--- config.mk ---
export PLATFORM = sky130hd
export DESIGN_NAME = lcd_top
export DESIGN_NICKNAME = d
export VERILOG_FILES = /design/src/source/lcd_pkg.sv /design/src/source/lcd_apb_regs.sv /design/src/source/lcd_ctrl.sv /design/src/source/lcd_top.sv /design/src/source/lcd_word_fifo.sv
export SDC_FILE = /design/constraint.sdc
export NUM_CORES = 1
export LEC_CHECK = 0
export ABC_AREA = 1
export BUFFER_PORTS_ARGS = -buffer_cell sky130_fd_sc_hd__buf_2
export CAP_MARGIN = 5
export CORE_ASPECT_RATIO = 0.75
export CORE_MARGIN = 2
export CORE_UTILIZATION = 36
export CTS_CLUSTER_SIZE = 30
export DETAILED_ROUTE_END_ITERATION = 10
export GPL_TIMING_DRIVEN = 0
export SETUP_SLACK_MARGIN = 0.4
export SLEW_MARGIN = 5
export SYNTH_ARGS = -nofsm -noshare
export SYNTH_HDL_FRONTEND = slang
export SYNTH_SLANG_ARGS = --single-unit
--- constraint.sdc ---
create_clock -name clk -period 3 [get_ports clk]
set_input_delay 0.6 -clock clk [delete_from_list [all_inputs] [get_ports clk]]
set_output_delay 0.6 -clock clk [all_outputs]
set_load 0.02 [all_outputs]
--- src/source/lcd_pkg.sv ---
package lcd_pkg;

	// panel time base, scaled down for simulation
	localparam int LCD_TICKS_PER_US = 2;

	// word queue geometry
	localparam int LCD_FIFO_DEPTH = 4;
	localparam int LCD_FIFO_AW    = (LCD_FIFO_DEPTH > 1) ? $clog2(LCD_FIFO_DEPTH) : 1;
	localparam int LCD_LEVEL_W    = LCD_FIFO_AW + 1;

	// HD44780 timing, all in clock ticks
	localparam int T_POWER_UP     = 500 * LCD_TICKS_PER_US;
	localparam int T_CMD_E        = 10 * LCD_TICKS_PER_US;  // e high per init command
	localparam int T_SETTLE_FUNC  = 50 * LCD_TICKS_PER_US;
	localparam int T_SETTLE_DISP  = 50 * LCD_TICKS_PER_US;
	localparam int T_SETTLE_CLEAR = 200 * LCD_TICKS_PER_US;
	localparam int T_SETTLE_ENTRY = 100 * LCD_TICKS_PER_US;
	localparam int T_WIN          = 50 * LCD_TICKS_PER_US;  // one data write
	localparam int T_E_RISE       = 1 * LCD_TICKS_PER_US;
	localparam int T_E_FALL       = 14 * LCD_TICKS_PER_US;
	localparam int T_E_HIGH       = T_E_FALL - T_E_RISE;
	localparam int LCD_CNT_W      = $clog2(T_POWER_UP + 1);

	typedef struct packed {
		logic lines;    // two-line display
		logic font;     // 5x10 dots
		logic disp_on;
		logic cursor_on;
		logic blink;
		logic inc_dec;  // address increments
		logic shift;    // display shifts with writes
	} lcd_cfg_t;

	typedef struct packed {
		logic       rs;
		logic       rw;
		logic [7:0] data;
	} lcd_word_t;

	typedef struct packed {
		logic       e;
		logic       rs;
		logic       rw;
		logic [7:0] data;
	} lcd_pins_t;

	typedef struct packed {
		logic        psel;
		logic        penable;
		logic        pwrite;
		logic [3:0]  paddr;
		logic [31:0] pwdata;
	} apb_req_t;

	typedef struct packed {
		logic [31:0] prdata;
		logic        pready;
		logic        pslverr;
	} apb_rsp_t;

	typedef struct packed {
		logic       init_done;
		logic       busy;
		logic       full;
		logic       empty;
		logic [3:0] level;
	} lcd_status_t;

	typedef enum logic [3:0] {
		REG_CFG    = 4'h0,
		REG_CTRL   = 4'h4,
		REG_TXDATA = 4'h8,
		REG_STATUS = 4'hC
	} lcd_reg_e;

	typedef enum logic [2:0] {
		ST_IDLE,
		ST_POWER_UP,
		ST_INIT,
		ST_READY,
		ST_PULSE
	} lcd_state_e;

	typedef enum logic [1:0] {
		STEP_FUNC_SET,
		STEP_DISP_CTRL,
		STEP_CLEAR,
		STEP_ENTRY_MODE
	} lcd_init_step_e;

endpackage

--- src/source/lcd_apb_regs.sv ---
`timescale 1ns/1ps

module lcd_apb_regs import lcd_pkg::*; (
	input  logic        clk,
	input  logic        arst_n,
	input  apb_req_t    apb_req,
	output apb_rsp_t    apb_rsp,
	output lcd_cfg_t    cfg,
	output logic        init_start,
	output logic        push,
	output lcd_word_t   wdata,
	input  lcd_status_t status
);

	logic     access;
	logic     wr;
	logic     rd;
	logic     mapped;
	logic     err;
	lcd_reg_e addr;
	lcd_cfg_t cfg_q;

	assign access = apb_req.psel && apb_req.penable;  // second cycle of a transfer
	assign wr     = access && apb_req.pwrite;
	assign rd     = access && !apb_req.pwrite;
	assign addr   = lcd_reg_e'(apb_req.paddr);

	always_comb begin
		case (addr)
			REG_CFG, REG_CTRL, REG_TXDATA, REG_STATUS: mapped = 1'b1;
			default: mapped = 1'b0;
		endcase
	end

	// refused accesses
	always_comb begin
		err = 1'b0;
		if (access) begin
			if (!mapped)
				err = 1'b1;
			else if (wr && addr == REG_TXDATA && status.full)
				err = 1'b1;  // queue cannot take it
			else if (wr && addr == REG_STATUS)
				err = 1'b1;  // read-only
		end
	end

	always_ff @(posedge clk or negedge arst_n) begin
		if (!arst_n) begin
			cfg_q <= '0;
		end else if (wr && addr == REG_CFG) begin
			cfg_q <= lcd_cfg_t'(apb_req.pwdata[6:0]);
		end
	end

	assign cfg = cfg_q;

	// single-cycle strobes straight from the access phase
	assign init_start = wr && addr == REG_CTRL && apb_req.pwdata[0];
	assign push       = wr && addr == REG_TXDATA && !status.full;
	assign wdata      = lcd_word_t'(apb_req.pwdata[9:0]);

	always_comb begin
		apb_rsp.prdata  = '0;
		apb_rsp.pready  = 1'b1;  // no wait states
		apb_rsp.pslverr = err;
		if (rd) begin
			case (addr)
				REG_CFG:    apb_rsp.prdata = 32'(cfg_q);
				REG_STATUS: apb_rsp.prdata = 32'(status);
				default:    apb_rsp.prdata = '0;
			endcase
		end
	end

	// access phase must follow a setup phase
	a_apb_setup_first: assert property (
		@(posedge clk) disable iff (!arst_n)
		$rose(apb_req.penable) |-> apb_req.psel && $past(apb_req.psel && !apb_req.penable)
	) else $error("penable raised without a setup cycle");

endmodule

--- src/source/lcd_ctrl.sv ---
`timescale 1ns/1ps

module lcd_ctrl import lcd_pkg::*; (
	input  logic      clk,
	input  logic      arst_n,
	input  lcd_cfg_t  cfg,
	input  logic      init_start,
	input  lcd_word_t word,
	input  logic      empty,
	output logic      pop,
	output lcd_pins_t pins,
	output logic      init_done,
	output logic      busy
);

	lcd_state_e             state;
	lcd_init_step_e         step;
	logic [LCD_CNT_W-1:0]   cnt;
	logic [LCD_CNT_W-1:0]   step_last;
	logic [7:0]             init_cmd;
	lcd_word_t              word_q;
	logic                   start_ok;

	// settle time after each init command
	function automatic int settle_ticks(lcd_init_step_e s);
		case (s)
			STEP_FUNC_SET:  return T_SETTLE_FUNC;
			STEP_DISP_CTRL: return T_SETTLE_DISP;
			STEP_CLEAR:     return T_SETTLE_CLEAR;
			default:        return T_SETTLE_ENTRY;
		endcase
	endfunction

	// command byte per init step, built from the stored configuration
	always_comb begin
		case (step)
			STEP_FUNC_SET:  init_cmd = {4'b0011, cfg.lines, cfg.font, 2'b00};
			STEP_DISP_CTRL: init_cmd = {5'b00001, cfg.disp_on, cfg.cursor_on, cfg.blink};
			STEP_CLEAR:     init_cmd = 8'h01;
			default:        init_cmd = {6'b000001, cfg.inc_dec, cfg.shift};
		endcase
	end

	assign step_last = LCD_CNT_W'(T_CMD_E + settle_ticks(step) - 1);
	assign start_ok  = init_start && (state == ST_IDLE || state == ST_READY);
	assign pop       = state == ST_READY && !empty && init_done && !start_ok;
	assign busy      = !(state == ST_IDLE || state == ST_READY);

	always_ff @(posedge clk or negedge arst_n) begin
		if (!arst_n) begin
			state     <= ST_IDLE;
			step      <= STEP_FUNC_SET;
			cnt       <= '0;
			init_done <= 1'b0;
		end else begin
			case (state)
				ST_IDLE, ST_READY: begin
					cnt <= '0;
					if (start_ok) begin
						state     <= ST_POWER_UP;
						init_done <= 1'b0;
					end else if (pop) begin
						state <= ST_PULSE;
					end
				end
				ST_POWER_UP: begin
					if (cnt == LCD_CNT_W'(T_POWER_UP - 1)) begin
						cnt   <= '0;
						step  <= STEP_FUNC_SET;
						state <= ST_INIT;
					end else begin
						cnt <= cnt + 1'b1;
					end
				end
				ST_INIT: begin
					if (cnt == step_last) begin
						cnt <= '0;
						case (step)
							STEP_FUNC_SET:  step <= STEP_DISP_CTRL;
							STEP_DISP_CTRL: step <= STEP_CLEAR;
							STEP_CLEAR:     step <= STEP_ENTRY_MODE;
							default: begin
								step      <= STEP_FUNC_SET;
								state     <= ST_READY;
								init_done <= 1'b1;  // panel configured
							end
						endcase
					end else begin
						cnt <= cnt + 1'b1;
					end
				end
				ST_PULSE: begin
					if (cnt == LCD_CNT_W'(T_WIN - 1)) begin
						cnt   <= '0;
						state <= ST_READY;
					end else begin
						cnt <= cnt + 1'b1;
					end
				end
				default: begin
					cnt   <= '0;
					state <= ST_IDLE;
				end
			endcase
		end
	end

	// word held for the whole window
	always_ff @(posedge clk) begin
		if (pop)
			word_q <= word;
	end

	always_comb begin
		pins = '0;
		case (state)
			ST_INIT: begin
				if (cnt < LCD_CNT_W'(T_CMD_E)) begin
					pins.e    = 1'b1;
					pins.data = init_cmd;
				end
			end
			ST_PULSE: begin
				pins.rs   = word_q.rs;
				pins.rw   = word_q.rw;  // driven only, nothing sampled back
				pins.data = word_q.data;
				pins.e    = cnt >= LCD_CNT_W'(T_E_RISE) && cnt < LCD_CNT_W'(T_E_FALL);
			end
			default: pins = '0;
		endcase
	end

	a_e_low_when_idle: assert property (
		@(posedge clk) disable iff (!arst_n)
		(state == ST_IDLE || state == ST_READY) |-> !pins.e
	) else $error("enable high outside a command or write");

	// popped word must land on the pins next cycle
	a_pop_to_pins: assert property (
		@(posedge clk) disable iff (!arst_n)
		pop |-> state == ST_READY ##1 (state == ST_PULSE &&
			{pins.rs, pins.rw, pins.data} == $past(word))
	) else $error("pop outside ready or word not presented");

	a_write_e_width: assert property (
		@(posedge clk) disable iff (!arst_n)
		$rose(pins.e) && state == ST_PULSE |-> pins.e [*T_E_HIGH] ##1 !pins.e
	) else $error("write enable pulse has wrong width");

endmodule

--- src/source/lcd_top.sv ---
`timescale 1ns/1ps

module lcd_top import lcd_pkg::*; (
	input  logic      clk,
	input  logic      arst_n,
	input  apb_req_t  apb_req,
	output apb_rsp_t  apb_rsp,
	output lcd_pins_t pins
);

	lcd_cfg_t               cfg;
	lcd_status_t            status;
	lcd_word_t              wdata;
	lcd_word_t              head;
	logic                   init_start;
	logic                   push;
	logic                   pop;
	logic                   full;
	logic                   empty;
	logic [LCD_LEVEL_W-1:0] level;
	logic                   init_done;
	logic                   busy;

	// STATUS readback
	assign status.init_done = init_done;
	assign status.busy      = busy;
	assign status.full      = full;
	assign status.empty     = empty;
	assign status.level     = 4'(level);

	lcd_apb_regs u_regs (
		.clk        (clk),
		.arst_n     (arst_n),
		.apb_req    (apb_req),
		.apb_rsp    (apb_rsp),
		.cfg        (cfg),
		.init_start (init_start),
		.push       (push),
		.wdata      (wdata),
		.status     (status)
	);

	lcd_word_fifo u_fifo (
		.clk    (clk),
		.arst_n (arst_n),
		.push   (push),
		.wdata  (wdata),
		.pop    (pop),
		.rdata  (head),
		.full   (full),
		.empty  (empty),
		.level  (level)
	);

	lcd_ctrl u_ctrl (
		.clk        (clk),
		.arst_n     (arst_n),
		.cfg        (cfg),
		.init_start (init_start),
		.word       (head),
		.empty      (empty),
		.pop        (pop),
		.pins       (pins),
		.init_done  (init_done),
		.busy       (busy)
	);

endmodule

--- src/source/lcd_word_fifo.sv ---
`timescale 1ns/1ps

module lcd_word_fifo import lcd_pkg::*; (
	input  logic                   clk,
	input  logic                   arst_n,
	input  logic                   push,
	input  lcd_word_t              wdata,
	input  logic                   pop,
	output lcd_word_t              rdata,
	output logic                   full,
	output logic                   empty,
	output logic [LCD_LEVEL_W-1:0] level
);

	lcd_word_t              mem [LCD_FIFO_DEPTH];
	logic [LCD_FIFO_AW-1:0] wr_ptr;
	logic [LCD_FIFO_AW-1:0] rd_ptr;
	logic [LCD_LEVEL_W-1:0] count;
	logic                   do_push;
	logic                   do_pop;

	assign full    = count == LCD_LEVEL_W'(LCD_FIFO_DEPTH);
	assign empty   = count == '0;
	assign level   = count;
	assign rdata   = mem[rd_ptr];  // head word, shown ahead of pop
	assign do_push = push && !full;  // dropped when full
	assign do_pop  = pop && !empty;

	always_ff @(posedge clk) begin
		if (do_push)
			mem[wr_ptr] <= wdata;
	end

	always_ff @(posedge clk or negedge arst_n) begin
		if (!arst_n) begin
			wr_ptr <= '0;
			rd_ptr <= '0;
			count  <= '0;
		end else begin
			if (do_push)
				wr_ptr <= (wr_ptr == LCD_FIFO_AW'(LCD_FIFO_DEPTH - 1)) ? '0 : wr_ptr + 1'b1;
			if (do_pop)
				rd_ptr <= (rd_ptr == LCD_FIFO_AW'(LCD_FIFO_DEPTH - 1)) ? '0 : rd_ptr + 1'b1;
			case ({do_push, do_pop})
				2'b10:   count <= count + 1'b1;
				2'b01:   count <= count - 1'b1;
				default: count <= count;  // both or neither
			endcase
		end
	end

	a_no_pop_empty: assert property (
		@(posedge clk) disable iff (!arst_n)
		pop |-> !empty
	) else $error("pop from empty word queue");

	a_level_bound: assert property (
		@(posedge clk) disable iff (!arst_n)
		level <= LCD_LEVEL_W'(LCD_FIFO_DEPTH)
	) else $error("queue level above depth");

endmodule

## After elaboration in Yosys (flattened, before gate mapping)

Memories as Yosys holds them, arrays and structs flattened. A register that Yosys moved wholly into a read port is not among the register bits.
Cells that the tools add are included.
Widths: inputs -> output; s select.

| storage, ports and cells | value |
|---|---|
| register bits after elaboration | 30 |
| bits in latches | 0 |
| memory bits (writable) | 40 |
| bits in read-only memories | 0 |
| bits of input ports | 41 |
| output and inout bits | 45 |
| word-level logic and storage cells | 123 |
| memories kept | 1 |

Memories:

| name | words | bits a word | rd ports | clocked after memory_dff | write ports | RTL line | RTL |
|---|---|---|---|---|---|---|---|
| u_fifo.mem | 4 | 10 | 1 | 1 | 1 | lcd_word_fifo.sv:15 | `lcd_word_t mem [LCD_FIFO_DEPTH];` |

| operators by class | value |
|---|---|
| $add $sub $neg | 7 |
| multipliers | 0 |
| divide/modulo/power cells | 0 |
| order comparisons | 3 |
| eq/ne operators | 23 |
| shifts and indexed selects | 0 |
| multiplexer cells | 38 |
| bitwise logic cells | 0 |
| reductions and logical operators | 37 |

Operators with widths:

| kind | count |
|---|---|
| $mux 32 | 1 |
| $pmux 8 s2 | 2 |
| $mux 10 | 3 |
| $pmux 10 s3 | 1 |
| $lt 10x5->1 const B | 2 |
| $mux 3 | 6 |
| $pmux 6 s3 | 1 |
| $pmux 9 s2 | 1 |
| $logic_and 1x1->1 | 17 |
| $pmux 3 s4 | 1 |
| $mux 1 | 11 |
| $add 10x1->10 const B | 1 |
| $add 5x9->10 const A | 1 |
| $eq 10x10->1 | 1 |
| $eq 10x10->1 const B | 1 |
| $eq 10x7->1 const B | 1 |
| $ge 10x2->1 const B | 1 |
| $mux 2 | 5 |
| $sub 10x2->10 const B | 1 |
| $eq 2x2->1 const B | 4 |
| $eq 4x4->1 const B | 2 |
| $ne 2x1->1 const B | 4 |
| $eq 3x2->1 const B | 2 |
| $eq 3x3->1 const B | 2 |
| 25 further kinds | 36 |

## Longest topological paths before layout

| logic depth | value |
|---|---|
| depth after elaboration | 10 |
| depth in mapped cells | 12 |

## Hierarchy

Synthesis repeated with hierarchy kept, for this count alone.

| second synthesis, totals | value |
|---|---|
| cell total of the unflattened synthesis | 505 |
| area, all modules | 4585.6 um^2 |

By module, submodules not included:

| module | instances | cells an instance | area each (um^2) |
|---|---|---|---|
| lcd_word_fifo | 1 | 177 | 2110.8 |
| lcd_ctrl | 1 | 214 | 1642.8 |
| lcd_apb_regs | 1 | 113 | 828.3 |
| lcd_top | 1 | 1 | 3.8 |

## Worst setup path after synthesis

No wires, ideal clock.

| timing path | value |
|---|---|
| path kind | input to register |
| start point | input apb_req[37] in the netlist's numbering |
| end point | register u_fifo.count[2], in the netlist u_fifo.level[2] |
| library setup time | 0.131 ns |
| arrival time | 2.064 ns |
| data required time | 2.869 ns |
| slack | 0.806 ns |
| stages on the path | 11 |
| cells stage by stage | nand3_1 > inv_1 > nand4_1 > nor2_1 > inv_1 > ha_1 > inv_1 > fa_1 > a21oi_1 > o21ai_0 > xor2_1 |

| between the ends | value |
|---|---|
| word-level cells in the longest chain between the ends | 10 |
| elaborated cells between the ends (all ways) | 15 |
| classes of those cells | eq/ne: 2; mux: 1; reduce/logical: 12 |

Ends and longest elaborated chain:

| element | RTL line | RTL |
|---|---|---|
| from (decl) | lcd_top.sv:6 | `input apb_req_t apb_req,` |
| $logic_and 1x1->1 * | lcd_apb_regs.sv:23 | `assign access = apb_req.psel && apb_req.penable;` |
| $logic_and 1x1->1 * | lcd_apb_regs.sv:24 | `assign wr = access && apb_req.pwrite;` |
| $logic_and 1x1->1 (2 in a row) | lcd_apb_regs.sv:59 | `assign init_start = wr && addr == REG_CTRL && apb_req.pwdata[0];` |
| $logic_and 1x1->1 | lcd_ctrl.sv:45 | `assign start_ok = init_start && (state == ST_IDLE \|\| state == ST_READY);` |
| $logic_not 1->1 | lcd_ctrl.sv:46 | `assign pop = state == ST_READY && !empty && init_done && !start_ok;` |
| $logic_and 1x1->1 | lcd_ctrl.sv:46 |  |
| $logic_and 1x1->1 | lcd_word_fifo.sv:27 | `assign do_pop = pop && !empty;` |
| $eq 2x1->1 or $eq 2x2->1 (tied branches) | lcd_word_fifo.sv:44 | `case ({do_push, do_pop})` |
| $pmux 3 s2 or $reduce_bool 2->1 (tied branches) | -- |  |
| to (signal assigned) | lcd_word_fifo.sv:45 | `2'b10: count <= count + 1'b1;` |
| to (signal assigned) | lcd_word_fifo.sv:46 | `2'b01: count <= count - 1'b1;` |
| to (signal assigned) | lcd_word_fifo.sv:47 | `default: count <= count;` |
| to (decl) | lcd_word_fifo.sv:18 | `logic [LCD_LEVEL_W-1:0] count;` |

Mark *: on every way between the ends. The rest lies on a longest branch, timed or not.
A chain may end at the register's enable or synchronous reset.

## Worst setup path in the final report

| timing path | value |
|---|---|
| start point | register u_ctrl.state[2] |
| end point | register u_fifo.count[2], in the netlist u_fifo.level[2] |

| between the ends | value |
|---|---|
| word-level cells in the longest chain between the ends | 8 |
| elaborated cells between the ends (all ways) | 13 |
| classes of those cells | eq/ne: 3; mux: 1; reduce/logical: 9 |

Ends and longest elaborated chain:

| element | RTL line | RTL |
|---|---|---|
| from (decl) | lcd_ctrl.sv:16 | `lcd_state_e state;` |
| from (signal assigned) | lcd_ctrl.sv:51 | `state <= ST_IDLE;` |
| from (signal assigned) | lcd_ctrl.sv:60 | `state <= ST_POWER_UP;` |
| from (signal assigned) | lcd_ctrl.sv:63 | `state <= ST_PULSE;` |
| $eq 3x2->1 or $logic_not 3->1 (tied branches) | lcd_ctrl.sv:45, lcd_ctrl.sv:46 |  |
| $logic_or 1x1->1 | lcd_ctrl.sv:45 |  |
| $logic_and 1x1->1 | lcd_ctrl.sv:45 |  |
| $logic_not 1->1 | lcd_ctrl.sv:46 |  |
| $logic_and 1x1->1 * | lcd_ctrl.sv:46 |  |
| $logic_and 1x1->1 * | lcd_word_fifo.sv:27 |  |
| via u_fifo.do_pop | lcd_word_fifo.sv:20 | `logic do_pop;` |
| $eq 2x1->1 or $eq 2x2->1 (tied branches) | lcd_word_fifo.sv:44 |  |
| $pmux 3 s2 or $reduce_bool 2->1 (tied branches) | -- |  |

Mark *: on every way through the listed nets, which the timed path passes. The rest lies on a longest branch.

==> reports/results.ini <==
[yosys]
ys.warnings.count = 0
syn_area_per_cell_um2 = 9.41
syn_inst = 442
ys_ff_latch = 80
async_reset_ff_frac = 0.375
syn-cell-area_mm2 = 0.00416
seq_area_frac_synth = 0.542
ys_types = 38
synth-main-ff-cell = edfxtp_1
synth-edff-count = 50

[clocking]
cts_tree = done
clock-sinks = 80
clk_pin_slew_worst_paths_ns = 0.06
clk_latency_ns = 0.34
hold_buffers = 0
cts_buffers = 9
cts_htree_levels = 3
clk_path_buf_depth = 2
cts-root-buf = clkbuf_16

[global_route]
grt_pass1_wl_mm = 15.1
grt_pass1_vias = 2972
grt_start_max_net_pins = 31
globalRoute.totalOverflow = 0
track_usage = 0.159
antenna_found_initial = 0

[sta]
max_freq_ghz = 0.398
setup-tns-final_ns = 0
tightest_slew_ns = 1.20
slew_viol_final = 0
setup_viol = 0
slew_headroom = 0.203
period_minus_slack_ns = 2.51
fin_skew_ns = 0.00762
rsz0062_at_grt = true
min_period_over_period = 0.837
hold-worst-slack_ns = 0.310
finalHoldViolations = 0

[placement]
routabilityCongestion = 0.886
hpwlAfterDp_mm = 6.75
dp_cells = 643
port_buffers = 38

[worst_setup_path]
cp_max_fo = 6
end_kind = register
slowest_stage = dfrtp_1
path_cells = inv_1 > nand3_1 > inv_1 > nand3_1 > a21oi_2 > ha_1 > inv_1 > fa_1 > a21oi_1 > o21ai_0 > xor2_1
critPathArrivalTime_ns = 2.73
critPathRequiredTime_ns = 3.22
cpPeakStageDelay_ns = 0.43
start_kind = register
critPathMostFrequentCell = inv_1
path_class = reg2reg

[detailed_routing]
drt_drc_violations_left = 0
routed_wirelength_mm = 9.45
avgViaCountPerCell = 4.73
drt_iter0_markers = 180
num_vias = 3124
firstDrtPassIters = 4
detail-route-antenna-nets = 0
routedWlPerCell_um = 14.3

[power]
p_per_area_mw_per_mm2 = 810
p_switching_mw = 1.46
combPwrFrac = 0.332
p_clk_frac = 0.311
leakage_nw = 2.21
internal_power_mw = 2.57
switching_share = 0.363
ir_worst_vdd_mv = 0.442
seqPwrFrac = 0.357
finalPower_mw = 4.03

[outcome]
status = finished, final reports clean

[floorplan]
chipHeight_um = 97.1
core-area_mm2 = 0.0111
die_x_um = 128
io_pins = 86
dieArea_mm2 = 0.0124
num_rows = 33
start_util = 0.374

[cells_and_area]
area_growth_pct = 19.7
nets = 570
finish.utilization = 0.448
drive_gt1_frac = 0.215
fillers = 1047
final_common_cell = nand2_1
final_cell_mix = nand2_1 (73), nor2_1 (53), edfxtp_1 (50)
final_cells = 660
diodes = 0

[flow_run]
maxCapViolCount = 0

[worst_hold_path]
hold_path_class = in2async

-- critical path: cells and delay by family, from the launching register on --
family / cells / cell delay [ns]
AND/OR/NAND/NOR: 2 / 0.32
adder cells (fa/ha/maj): 2 / 0.59
AO/OA/AOI/OAI: 3 / 0.62
flip-flops: 1 / 0.43
XOR/XNOR: 1 / 0.15
buffers and inverters: 3 / 0.29
-- state kept, by name, indices dropped and copies added (netlist names) --
register	flops
u_ctrl.cnt	10
u_ctrl.init_done	1
u_ctrl.state	3
u_ctrl.step	2
u_ctrl.word_q	10
u_fifo.level	3
u_fifo.mem	40
u_fifo.rd_ptr	2
u_fifo.wr_ptr	2
u_regs.cfg	7
-- layer usage --
metal	GRT usage	vias to the layer above	routed length, um
li1	-	1559	-
met1	0.229	1452	4670
met2	0.230	102	4000
met3	0.0479	11	604
met4	0.0516	0	179
met5	0	-	0
-- synth_stat cells (2+ instances only) --
library cell / number / area (um2)
o21ai_1: 4 / 20.0
nor2_2: 3 / 18.8
conb_1: 2 / 7.51
inv_2: 3 / 11.3
o22ai_1: 10 / 62.6
inv_1: 50 / 188
xnor2_1: 2 / 17.5
nand2_1: 74 / 278
mux2_2: 5 / 56.3
edfxtp_1: 50 / 1500
nand4_1: 4 / 25.0
nand2_2: 5 / 31.3
xor2_1: 5 / 43.8
dfrtp_1: 30 / 751
nand3_1: 23 / 115
buf_4: 26 / 195
nor2_1: 53 / 199
nor3_1: 4 / 20.0
or2_2: 3 / 18.8
a21oi_1: 16 / 80.1
clkbuf_1: 7 / 26.3
o21ai_0: 35 / 175
ha_1: 13 / 163
-- power groups by stage --
stage	sequential [mW]	clock (mW)	combinational [mW]
floorplan	1.43	0	0.942
global placement	1.46	0	1.28
detailed placement	1.46	0	1.30
CTS	1.44	1.26	1.32
global route	1.46	1.30	1.50
finish	1.44	1.26	1.34
-- final cells by class --
cell class,count,area (um2),share of cell area
buffer,33,221,0.0445
clock buffer,10,229,0.0460
clock inverter,6,109,0.0219
inverter,54,205,0.0412
multi-input combinational,298,1590,0.319
sequential,80,2250,0.452
tap,140,175,0.0352
timing repair buffer,39,198,0.0397
-- repair_timing --
action,4_1_cts,5_1_grt
cloned,0,0
endpoints found under the setup margin,4,12
pin swaps,1,1
setup buffers,0,1
resized for setup,4,3
-- path summary, 6_finish.rpt --
check,startpoint,end,slack (ns),cells past startpoint
worst min register to register,u_ctrl.cnt[0],u_ctrl.cnt[0],0.47,1
worst max-delay path,u_ctrl.state[2],u_fifo.level[2],0.49,11
max in group asynchronous,arst_n,u_fifo.wr_ptr[0],2.22,1
min in group clk,u_ctrl.cnt[0],u_ctrl.cnt[0],0.47,1
worst max register to register,u_ctrl.state[2],u_fifo.level[2],0.49,11
worst min-delay path,arst_n,u_ctrl.state[0],0.31,1
-- through the flow --
stage / instance area (um2) / worst slack [ns]
after floorplan: 4250 / 0.806
after global placement: 4610 / 0.353
after detailed placement: 4610 / 0.363
after CTS: 4960 / 0.409
after global routing: 4980 / 0.328
final: 4980 / 0.489
-- kinds of logic after synthesis --
kind of cell,after synthesis,synth area share
AND/OR/NAND/NOR,176,0.189
AO/OA/AOI/OAI,71,0.0927
buffers and inverters,87,0.103
adder cells (fa/ha/maj),14,0.0439
other,2,0.00181
flip-flops,80,0.542
multiplexers,5,0.0135
XOR/XNOR,7,0.0147
(Power assumes the default switching activity.)
